===== config.mk =====
export PLATFORM = sky130hd
export DESIGN_NAME = cacheTagStore
export DESIGN_NICKNAME = d
export VERILOG_FILES = /design/src/cacheGeomPkg.sv /design/src/cacheBusPkg.sv /design/src/cacheTagStore.sv
export SDC_FILE = /design/constraint.sdc
export NUM_CORES = 1
export LEC_CHECK = 0
export BUFFER_PORTS_ARGS = -buffer_cell sky130_fd_sc_hd__buf_2
export CORE_MARGIN = 5
export CORE_UTILIZATION = 50
export CTS_CLUSTER_DIAMETER = 150
export CTS_CLUSTER_SIZE = 24
export DETAILED_ROUTE_END_ITERATION = 7
export HOLD_SLACK_MARGIN = 0.02
export PLACE_DENSITY = 0.66
export SYNTH_ARGS = -nofsm -noshare
export SYNTH_HDL_FRONTEND = slang
export SYNTH_SLANG_ARGS = --single-unit

===== constraint.sdc =====
create_clock -name i_clock -period 2 [get_ports i_clock]
set_input_delay 0.2 -clock i_clock [delete_from_list [all_inputs] [get_ports i_clock]]
set_output_delay 0.2 -clock i_clock [all_outputs]
set_load 0.005 [all_outputs]

===== src/cacheGeomPkg.sv =====
// Geometry of the direct-mapped read cache and the two views of a word address
// Imported by the controller, both stores and main memory
package cacheGeomPkg;

    localparam int TagWidth    = 3;  // Upper address bits kept per line
    localparam int IndexWidth  = 5;  // Selects one of the cache lines
    localparam int OffsetWidth = 2;  // Word within a block
    localparam int DataWidth   = 16; // Processor word

    localparam int AddrWidth  = TagWidth + IndexWidth + OffsetWidth;
    localparam int LineCount  = 2 ** IndexWidth;      // 32 lines
    localparam int BlockWords = 2 ** OffsetWidth;     // 4 words per line
    localparam int CacheWords = LineCount * BlockWords;
    localparam int MemWords   = 2 ** AddrWidth;       // Full backing memory

    // Cache view of an address, tag in the top bits
    typedef struct packed {
        logic [TagWidth-1:0]    tag;
        logic [IndexWidth-1:0]  index;
        logic [OffsetWidth-1:0] offset;
    } cacheFields;

    // Same bits seen flat by memory or split by the cache
    typedef union packed {
        logic [AddrWidth-1:0] word; // Main memory word address
        cacheFields           fields;
    } cacheAddr;

endpackage


===== src/cacheBusPkg.sv =====
// Processor request and response words, and the controller drive to the stores
// Shared by the cache top level, the controller and the storage blocks
package cacheBusPkg;

    // Held by the processor until busy reads low
    typedef struct packed {
        logic                                read;      // Read level
        logic                                write;     // Write level
        cacheGeomPkg::cacheAddr              addr;      // Word address
        logic [cacheGeomPkg::DataWidth-1:0]  writeData; // Data for writes
    } cacheRequest;

    typedef struct packed {
        logic                                busy;     // Request not taken
        logic                                hit;      // Read data valid
        logic [cacheGeomPkg::DataWidth-1:0]  readData; // Word from the cache
    } cacheResponse;

    // One command per cycle, seen by tag store, data store and memory
    typedef struct packed {
        cacheGeomPkg::cacheAddr addr;       // Target of every strobe below
        logic                   cacheWrite; // Data word write, tag update at block end
        logic                   cacheClear; // Invalidate the indexed line
        logic                   memRead;    // Memory word wanted
        logic                   memWrite;   // Write-through to memory
    } storeCommand;

endpackage


===== src/cacheTagStore.sv =====
`timescale 1ns/1ps
// Valid bit and tag per cache line, with the hit compare for the command address
// Written by the controller during clear and at the end of each block fill

module cacheTagStore (
    input  logic                     i_clock,   // Clock
    input  cacheBusPkg::storeCommand i_command, // From the controller
    output logic                     o_hit      // Valid and tag match
);
    import cacheGeomPkg::*;

    logic [LineCount-1:0] lineValid;            // One bit per line
    logic [TagWidth-1:0]  lineTag [LineCount];  // Owner tag per line
    cacheFields           fields;               // Split command address

    assign fields = i_command.addr.fields;

    // Combinational compare in the same cycle as the request
    assign o_hit = lineValid[fields.index] && (lineTag[fields.index] == fields.tag);

    always_ff @(posedge i_clock) begin
        if (i_command.cacheClear) begin
            lineValid[fields.index] <= 1'b0;
        end else if (i_command.cacheWrite && (fields.offset == '1)) begin
            // Last word of a fill claims the line
            // A write hit here rewrites the same tag
            lineValid[fields.index] <= 1'b1;
            lineTag[fields.index]   <= fields.tag;
        end
    end

    // Clear walk and fills never overlap
    assert property (@(posedge i_clock)
        !(i_command.cacheClear && i_command.cacheWrite));

endmodule


==> reports/metrics.csv <==
stage;metric;value;unit
run_status;status;finished, violations left;
run_status;failing checks;setup timing;
synthesis;Primary FF master, synth;edfxtp_1;
placement;post-DP HPWL;7.581;mm
route;vias per cell;5.684;
synthesis;Synth Warn #;0;
synthesis;synth cell count leaders;edfxtp_1, nor2_1, mux2i_1, o22ai_1, nand2_1;
clocking;clock tree buffer depth;2;
clocking;CTS root buf;clkbuf_8;
route;DRT Pass-1 Iters;5;
die;Die X;115.3;µm
synthesis;Seq cells post-synth;128;
clocking;clk sinks;128;
global_routing;number of global-route vias before repair;3232;
synthesis;Post-Syn Nets;385;
route;Post-DRT Antenna Nets;0;
route;drt total wl;11.28;mm
global_routing;GRT Util Overall;18.86;%
route;vias;3206;
synthesis;largest area contributor in the netlist;edfxtp_1;
setup_path;Slowest-stage cell, CP;mux4_2;
synthesis;area share of the largest cell type after synthesis;69.35;%
clocking;htree depth;4;
placement;GPL Wtd Cong;0.8333;
die;Chip Height;115.3;µm
final_layout;fin nets;426;
power;total power after layout;6.562;mW
placement;port bufs;13;
clocking;Worst-path clk slew;60;ps
final_layout;n_diodes;0;
die;I/O pin count;16;
route;DRC violation total after the first TritonRoute iteration;242;
setup_path;critical path type;reg2out;
synthesis;asr flop ratio synth;0;%
synthesis;Post-Syn Area;5543;µm²
setup_path;CP Launch Type;register;
power;pwr dens;1004;nW/µm²
die;Core ar.;10840;µm²
synthesis;Post-synth EDFFs;128;
sta;Hold Vio Cnt, Final;0;
sta;Max Transition Viols Final;0;
power;Leak;2.252;nW
die;die area;13290;µm²
sta;Setup violations, final;1;
setup_path;Max stage delay on crit path;500;ps
sta;Final Cycle Share;116.9;%
global_routing;largest net degree at the start of global routing;33;
global_routing;first-pass GRT wire length;18.07;mm
synthesis;Cells after Synth;370;
global_routing;grt total ovfl;0;
setup_path;Critical Path Sink Type;output pin;
sta;final worst path period need;2337;ps
route;DRC violations left;0;
final_layout;P&R area growth vs syn;17.90;%
sta;hold_ws;222.6;ps
setup_path;worst-path cell chain;mux4_2, a32oi_2, o221ai_2, nor3_2, buf_4, nor4_2, buf_2;
synthesis;syn avg cell area;14.98;µm²
setup_path;critical path arrival;2140;ps
die;Initial Utilization;51.13;%
sta;fmax;0.4278;GHz
hold_path;Hold Crit Class;in2reg;
sta;unrepaired setup endpoints after global routing;true;
setup_path;worst-path fanout max;1;
die;row cnt;38;
route;drt wl/cell;20.00;µm
clocking;CTS tree;built;
synthesis;number of library cell types mapped by synthesis;33;
global_routing;initial antenna violation count;0;
synthesis;sequential fraction of the synthesis area;69.35;%
setup_path;Req. time, crit path;1800;ps
job;maxcap violations;0;
final_layout;layout cell share with drive strength beyond 1;20.52;%
synthesis;synth top area cells;edfxtp_1, mux2i_1, nor2_1, mux4_2, o22ai_1;
synthesis;most numerous cell in the Yosys netlist;edfxtp_1;
clocking;CTS buffer count;17;
sta;Slew @ Worst Pin;517.8;ps
sta;min setup slack post-route;-337.5;ps
power;VDD IR-drop max;0.5906;mV
sta;Slew headroom;65.16;%
[cells in the final DEF, fill, tap and decap left out, types with 2 or more instances in the layout]
cell        count
or4bb_1         3
nor4_2          2
o22ai_1        20
inv_1           7
edfxtp_1      128
or4b_1          4
bufinv_16       5
nand2_1        11
mux2i_1        48
buf_2          12
clkinvlp_4      4
nor2b_1         3
buf_4          26
nand4b_1        4
nor2_1         81
mux4_2          7
clkbuf_16      16
xor2_1          3
nand3_1         4
nor3_1          2
nor4_1          6
nor3_2          3
buf_12          4
nand4_1         4
clkinv_4        3
[layout make-up]
cell class	count	area, µm²
Clock inverter	14	215.2
Fill cell	857	4305
Sequential cell	128	3844
Timing Repair Buffer	42	335.3
Multi-Input combinational cell	215	1521
Clock buffer	18	417.9
Inverter	7	26.28
Tap cell	140	175.2
[per-stage QoR]
stage / util [%] / area (µm²) / setup TNS, ps / cells / setup WS, ps
final: 60.28 / 6535 / -337.5 / 564 / -337.5
after global routing: 60.28 / 6535 / -496.8 / 564 / -496.8
after CTS: 60.24 / 6530 / -425.9 / 564 / -425.9
after detailed placement: 54.36 / 5893 / -179.0 / 532 / -179.0
after global placement: 54.36 / 5893 / -149.6 / 532 / -149.6
after floorplan: - / 5543 / 0 / 370 / 276.2
[critical path, delay by kind of cell (launching register included)]
family | cells | cell delay (ps)
buffers and inverters | 2 | 270
flip-flops | 1 | 360
multiplexers | 1 | 500
AND/OR/NAND/NOR | 2 | 150
AO/OA/AOI/OAI | 2 | 350
[logic make-up (layout without fill, tap and decap cells)]
family          Yosys count  in the layout  synth area share (%)
xor+xnor                  3              3                0.4741
mux                      56             56                 12.05
buf+inv                  27             81                 3.363
simple gates            134            134                 12.08
flops                   128            128                 69.35
compound gates           22             22                 2.686
[final timing paths]
kind | slack [ps] | from | endpoint | depth (start not counted)
hold / removal | 220 | i_command[2] | register | 3
setup / recovery | -340 | register | o_hit | 7
[layer usage]
metal / vias to the layer above / track usage (%) / wire length (µm)
met5: - / 0 / 0
met4: 0 / 6.808 / 155
met3: 11 / 5.105 / 664
met2: 110 / 30.59 / 5658
met1: 1580 / 24.59 / 4800
li1: 1505 / - / -
[power by group]
part	switching [mW]	internal (mW)
clock	1.10	2.14
sequential	0.00294	2.97
combinational	0.210	0.141
total	1.31	5.25
[timing repair]
item	in CTS	in global routing
endpoints found under the hold margin	0	0
gates cloned	0	0
pin swaps	5	3
resized for setup	2	1
setup buffers	0	0
endpoints found under the setup margin	1	1
hold buffers	0	0
(Power assumes the default switching activity.)
