File: src/cacheGeomPkg.sv
// Geometry of the direct-mapped read cache and the two views of a word address
// Imported by the controller, both stores and main memory
package cacheGeomPkg;

    localparam int TagWidth    = 3;  // Upper address bits kept per line
    localparam int IndexWidth  = 5;  // Selects one of the cache lines
    localparam int OffsetWidth = 2;  // Word within a block
    localparam int DataWidth   = 16; // Processor word

    localparam int AddrWidth  = TagWidth + IndexWidth + OffsetWidth;
    localparam int LineCount  = 2 ** IndexWidth;      // 32 lines
    localparam int BlockWords = 2 ** OffsetWidth;     // 4 words per line
    localparam int CacheWords = LineCount * BlockWords;
    localparam int MemWords   = 2 ** AddrWidth;       // Full backing memory

    // Cache view of an address, tag in the top bits
    typedef struct packed {
        logic [TagWidth-1:0]    tag;
        logic [IndexWidth-1:0]  index;
        logic [OffsetWidth-1:0] offset;
    } cacheFields;

    // Same bits seen flat by memory or split by the cache
    typedef union packed {
        logic [AddrWidth-1:0] word; // Main memory word address
        cacheFields           fields;
    } cacheAddr;

endpackage

File: src/cacheBusPkg.sv
// Processor request and response words, and the controller drive to the stores
// Shared by the cache top level, the controller and the storage blocks
package cacheBusPkg;

    // Held by the processor until busy reads low
    typedef struct packed {
        logic                                read;      // Read level
        logic                                write;     // Write level
        cacheGeomPkg::cacheAddr              addr;      // Word address
        logic [cacheGeomPkg::DataWidth-1:0]  writeData; // Data for writes
    } cacheRequest;

    typedef struct packed {
        logic                                busy;     // Request not taken
        logic                                hit;      // Read data valid
        logic [cacheGeomPkg::DataWidth-1:0]  readData; // Word from the cache
    } cacheResponse;

    // One command per cycle, seen by tag store, data store and memory
    typedef struct packed {
        cacheGeomPkg::cacheAddr addr;       // Target of every strobe below
        logic                   cacheWrite; // Data word write, tag update at block end
        logic                   cacheClear; // Invalidate the indexed line
        logic                   memRead;    // Memory word wanted
        logic                   memWrite;   // Write-through to memory
    } storeCommand;

endpackage

File: src/cacheController.sv
`timescale 1ns/1ps
// Read cache FSM that clears all lines after reset, serves lookups and fills missed blocks
// Drives one store command per cycle to the tag store, data store and main memory

module cacheController (
    input  logic                     i_clock,   // Clock
    input  logic                     i_reset,   // Sync reset, active high
    input  cacheBusPkg::cacheRequest i_request, // Processor request levels
    input  logic                     i_hit,     // Tag store compare result
    output cacheBusPkg::storeCommand o_command, // To stores and memory
    output logic                     o_fill,    // Data store takes the memory word
    output logic                     o_busy,    // Request ignored this cycle
    output logic                     o_hit      // Hit as seen by the processor
);
    import cacheGeomPkg::*;

    typedef enum logic [1:0] {
        StateReset,  // One cycle before clearing
        StateClear,  // One line per cycle
        StateLookup, // Idle, serving requests
        StateRead    // Block fill, one word per cycle
    } controllerState;

    controllerState state;
    controllerState nextState;

    logic [TagWidth-1:0]    tagCount;        // Tag of the block being filled
    logic [TagWidth-1:0]    nextTagCount;
    logic [IndexWidth-1:0]  indexCount;      // Clear walk and fill line
    logic [IndexWidth-1:0]  nextIndexCount;
    logic [OffsetWidth-1:0] offsetCount;     // Word within the fill
    logic [OffsetWidth-1:0] nextOffsetCount;

    // ----------------------------------------
    // Next state and command decode
    // ----------------------------------------
    always_comb begin
        o_command      = '0;
        o_command.addr = i_request.addr; // Pass-through unless a state overrides
        o_fill         = 1'b0;
        o_busy         = 1'b1;           // Only LOOKUP takes requests
        o_hit          = 1'b0;

        nextState       = state;
        nextTagCount    = tagCount;
        nextIndexCount  = indexCount;
        nextOffsetCount = offsetCount;

        case (state)
            StateReset: begin
                nextIndexCount = '0;
                nextState      = StateClear;
            end

            StateClear: begin
                o_command.addr.fields = '{tag: '0, index: indexCount, offset: '0};
                o_command.cacheClear  = 1'b1;
                nextIndexCount = indexCount + IndexWidth'(1);
                if (indexCount == '1) begin // Last line done
                    nextState = StateLookup;
                end
            end

            StateLookup: begin
                o_busy             = 1'b0;
                o_hit              = i_hit;
                o_command.memRead  = i_request.read;
                o_command.memWrite = i_request.write;  // Write-through on every write
                // No allocate so the cache word changes only on a hit
                // and a miss never overwrites another tag's line
                o_command.cacheWrite = i_request.write & i_hit;
                if (i_request.read && !i_hit) begin
                    nextTagCount    = i_request.addr.fields.tag;
                    nextIndexCount  = i_request.addr.fields.index;
                    nextOffsetCount = '0; // Fill always starts at word 0
                    nextState       = StateRead;
                end
            end

            StateRead: begin
                o_command.addr.fields = '{tag: tagCount, index: indexCount,
                                          offset: offsetCount};
                o_command.cacheWrite = 1'b1;
                o_command.memRead    = 1'b1;
                o_fill               = 1'b1; // Memory word into the data store
                nextOffsetCount = offsetCount + OffsetWidth'(1);
                if (offsetCount == '1) begin
                    nextState = StateLookup; // Held read hits next cycle
                end
            end

            default: begin
                nextState = StateReset;
            end
        endcase
    end

    // ----------------------------------------
    // State and counter registers
    // ----------------------------------------
    always_ff @(posedge i_clock) begin
        if (i_reset) begin
            state       <= StateReset;
            tagCount    <= '0;
            indexCount  <= '0;
            offsetCount <= '0;
        end else begin
            state       <= nextState;
            tagCount    <= nextTagCount;
            indexCount  <= nextIndexCount;
            offsetCount <= nextOffsetCount;
        end
    end

    // Read miss leaves LOOKUP so the processor sees busy from the next edge
    assert property (@(posedge i_clock) disable iff (i_reset)
        (state == StateLookup && i_request.read && !i_hit) |=> o_busy);

    // One kind of request at a time on the port
    assert property (@(posedge i_clock) disable iff (i_reset)
        !(i_request.read && i_request.write));

endmodule

File: config.mk
export PLATFORM = sky130hd
export DESIGN_NAME = cacheController
export DESIGN_NICKNAME = d
export VERILOG_FILES = /design/src/cacheGeomPkg.sv /design/src/cacheBusPkg.sv /design/src/cacheController.sv
export SDC_FILE = /design/constraint.sdc
export NUM_CORES = 1
export LEC_CHECK = 0
export BUFFER_PORTS_ARGS = -buffer_cell sky130_fd_sc_hd__buf_2
export CAP_MARGIN = 30
export CORE_MARGIN = 2
export CORE_UTILIZATION = 25
export CTS_CLUSTER_DIAMETER = 50
export CTS_CLUSTER_SIZE = 20
export DETAILED_ROUTE_END_ITERATION = 12
export GPL_TIMING_DRIVEN = 0
export PLACE_DENSITY = 0.6
export SLEW_MARGIN = 10
export SYNTH_ARGS = -nofsm -noshare
export SYNTH_HDL_FRONTEND = slang
export SYNTH_SLANG_ARGS = --single-unit
File: constraint.sdc
create_clock -name i_clock -period 1.94 [get_ports i_clock]
set_input_delay 0.097 -clock i_clock [delete_from_list [all_inputs] [get_ports i_clock]]
set_output_delay 0.097 -clock i_clock [all_outputs]
set_load 0.02 [all_outputs]
==> flow_summary.yaml <==
outcome:
  outcome: "finished clean"
yosys:
  synth-edff-count: 0
  synthesis.area_per_instance_um2: 8.04
  post_synth_most_frequent_cells: "sky130_fd_sc_hd__nand2_1 (13), sky130_fd_sc_hd__dfxtp_1 (12), sky130_fd_sc_hd__a21oi_1 (8), sky130_fd_sc_hd__nor2_1 (8), sky130_fd_sc_hd__ha_1 (7)"
  sequential_fraction_of_the_synthesis_area_pct: 28.4
  synth_cells: 105
  most_area_hungry_cell_type_in_the_yosys_netlist: "sky130_fd_sc_hd__dfxtp_1"
  synth-async-reset-ratio_pct: 0
  synth_top_area_share_pct: 28.4
  synth_most_common_cell: "sky130_fd_sc_hd__nand2_1"
  mappedNetlistArea_um2: 845
  synth.lib_cells_used.distinct: 30
  predominant_post_synthesis_flop_cell: "sky130_fd_sc_hd__dfxtp_1"
  ys_ff_latch: 12
  syn-num-nets: 143
  post_synth_main_area_contributors: "sky130_fd_sc_hd__dfxtp_1 (28%), sky130_fd_sc_hd__ha_1 (10%), sky130_fd_sc_hd__mux2_2 (6.7%)"
  number_of_synthesis_warnings: 0
timing:
  setup_tns_ns: 0
  rsz_0062_raised_after_global_routing: "true"
  hold_viol: 0
  worst_slew_pin_slew_ns: 0.472
  finalSetupViolCount: 0
  period_share_pct: 97.6
  maxClockFrequency_ghz: 0.528
  fin_ws_ns: 0.0474
  largest_clock_skew_in_the_final_design_ns: 0.00865
  final_max_slew_viol_count: 0
  shortest_period_the_worst_path_allows_ns: 1.89
  hold_slack_ns: 0.0803
  slew-limit-headroom_pct: 68.6
critical_path:
  timing.critical_path.from_type: "register"
  worst-endpoint-required_ns: 1.84
  cp_num_buf_inv: 3
  critical-path-slowest-cell: "sky130_fd_sc_hd__dfxtp_2"
  critical_path_arrival_ns: 1.80
  crit_path_end_kind: "output port"
  critical_path_peak_fanout: 9
  critical-path-top-delay-family: "buffers and inverters"
  critical_path_class: "reg -> out"
  max_stage_delay_ns: 0.36
  cp_cell_sequence: "inv_1 -> ha_1 -> buf_6 -> nor2_4 -> mux2_2 -> buf_2"
layout:
  drive_gt1_share_pct: 36.4
  syn2layout_area_growth_pct: 35.6
  num_antenna_cells: 0
  finalNetCount: 182
  fill_cells: 360
global_route:
  grt.total_usage_pct: 10.9
  grt_overflow: 0
  grt_pass1_wl_mm: 3.46
  grt_max_degree: 11
  grt_pass1_vias: 781
  initial_antenna_violation_count: 0
floorplanning:
  count_of_pins_on_the_block_boundary: 48
  floorplan.die.height_um: 62.1
  dieWidth_um: 62.1
  initial_utilization_pct: 25.7
  core_area_um2: 3280
  rows: 21
  die-area_um2: 3860
clocking:
  max-clock-path-buffers: 2
  clockRootBuffer: "sky130_fd_sc_hd__clkbuf_4"
  cts_tree: "done"
  clkSlewWorstSetupHoldPaths_ns: 0.08
  number_of_h_tree_levels: 1
  clock_sinks: 12
  clock_latency_ns: 0.28
  cts_inserted_buffers: 3
power:
  ir_drop_mv: 0.502
  power_switching_uw: 653
  power_frac_clock_pct: 14.2
  p_comb_share_pct: 63.0
  internal_power_uw: 781
  power.share.sequential_pct: 22.8
  power_switching_share_pct: 45.6
  pwr_density_cell_nw_per_um2: 1250
  leakagePower_nw: 0.575
placement:
  buffers_on_ports: 31
  gp_routability_congestion: 0.753
  dpl.hpwl_mm: 1.64
  dp_slack_ns: 0.0392
drt:
  routed_via_density: 4.80
  route.final.wire_length_mm: 2.20
  drtIter0Drc: 24
  number_of_optimization_iterations_in_the_first_detailed_route_pass: 4
  drc: 0
  detail_route.wl_per_cell_um: 11.6
  vias: 907
  final_antenna_net_count: 0
worst_hold_path:
  timing.hold.worst.class: "in -> reg"
run:
  timing.max_cap.violations: 0
[state kept, by name, summed over array words and instances, names as in the netlist]
name         count
indexCount       5
state            2
tagCount         3
offsetCount      2
[kinds of logic after synthesis]
group	share of synthesized area [%]
AND/OR/NAND/NOR	22.8
AO/OA/AOI/OAI	20.3
buffers and inverters	6.81
flip-flops	28.4
multiplexers	10.2
adder cells (fa/ha/maj)	10.4
XOR/XNOR	1.04
[layer usage]
layer	GRT usage, %	share of wire, %	up-vias	wire length, um
met3	2.54	6.1	4	134
met4	4.17	1.4	0	31
li1	-	-	446	-
met2	18.1	47	30	1040
met5	0	0	-	0
met1	13.8	45	427	988
[final timing paths]
check        depth (start not counted)  slack [ns]                        from                    endpoint
min reg2reg                          2        0.49  indexCount[4]$_SDFFE_PP0P_  indexCount[4]$_SDFFE_PP0P_
min                                  3        0.08               i_request[23]    tagCount[0]$_SDFFE_PP0P_
max reg2reg                          8        0.12  indexCount[0]$_SDFFE_PP0P_       state[0]$_SDFFE_PP0P_
max                                  6        0.05       state[1]$_SDFFE_PP0P_                o_command[7]
[stage by stage]
stage	cell area (um2)	total power [mW]	util [%]	std cells
after floorplan	845	0.916	-	105
final	1140	1.43	34.9	189
after detailed placement	1060	1.14	32.2	182
after CTS	1110	1.36	33.8	187
after global placement	1060	1.12	32.2	182
after global routing	1140	1.53	34.9	189
[layout by cell type (no fill, tap or decap), types with 2 or more instances in the layout]
cell	count
sky130_fd_sc_hd__nand2b_1	3
sky130_fd_sc_hd__nand3b_1	2
sky130_fd_sc_hd__mux2i_1	3
sky130_fd_sc_hd__o21ai_0	6
sky130_fd_sc_hd__buf_4	3
sky130_fd_sc_hd__nand3_1	5
sky130_fd_sc_hd__and2_1	2
sky130_fd_sc_hd__a21o_1	4
sky130_fd_sc_hd__a211oi_1	2
sky130_fd_sc_hd__ha_1	7
sky130_fd_sc_hd__clkbuf_4	3
sky130_fd_sc_hd__a22o_2	2
sky130_fd_sc_hd__nand2_1	13
sky130_fd_sc_hd__a22o_1	2
sky130_fd_sc_hd__nor2_1	8
sky130_fd_sc_hd__dfxtp_1	11
sky130_fd_sc_hd__buf_6	2
sky130_fd_sc_hd__nor3_1	2
sky130_fd_sc_hd__buf_2	32
sky130_fd_sc_hd__inv_1	5
sky130_fd_sc_hd__mux2_2	2
sky130_fd_sc_hd__a21oi_1	8
sky130_fd_sc_hd__mux2_4	3
[power groups by stage]
stage	clock network, mW	registers (mW)	logic, mW
floorplan	0	0.321	0.595
CTS	0.206	0.327	0.826
global placement	0	0.328	0.791
detailed placement	0	0.331	0.810
finish	0.203	0.327	0.904
global route	0.219	0.334	0.978
[cell type report]
type	instances	area, um2	share of cell area (%)
Sequential cell	12	241	21.1
Timing Repair Buffer	35	188	16.4
Buffer	5	36.3	3.17
Inverter	6	22.5	1.97
Tap cell	46	57.6	5.03
Multi-Input combinational cell	81	563	49.2
Clock buffer	4	36.3	3.17
[tightest hold or removal path: cells and delay by family]
family                 cells  cell delay (ns)
buffers and inverters      1             0.09
AND/OR/NAND/NOR            1             0.07
multiplexers               1             0.06
[what timing repair did]
| action | 4_1_cts | 5_1_grt |
|---|---|---|
| resized for setup | 2 | 6 |
| setup endpoints to repair | 5 | 13 |
| setup buffers | 0 | 3 |
| hold endpoints to repair | 1 | 0 |
| hold buffers | 1 | 0 |
| pin swaps | 1 | 2 |
Note: power is estimated with default switching activity, not from simulation.
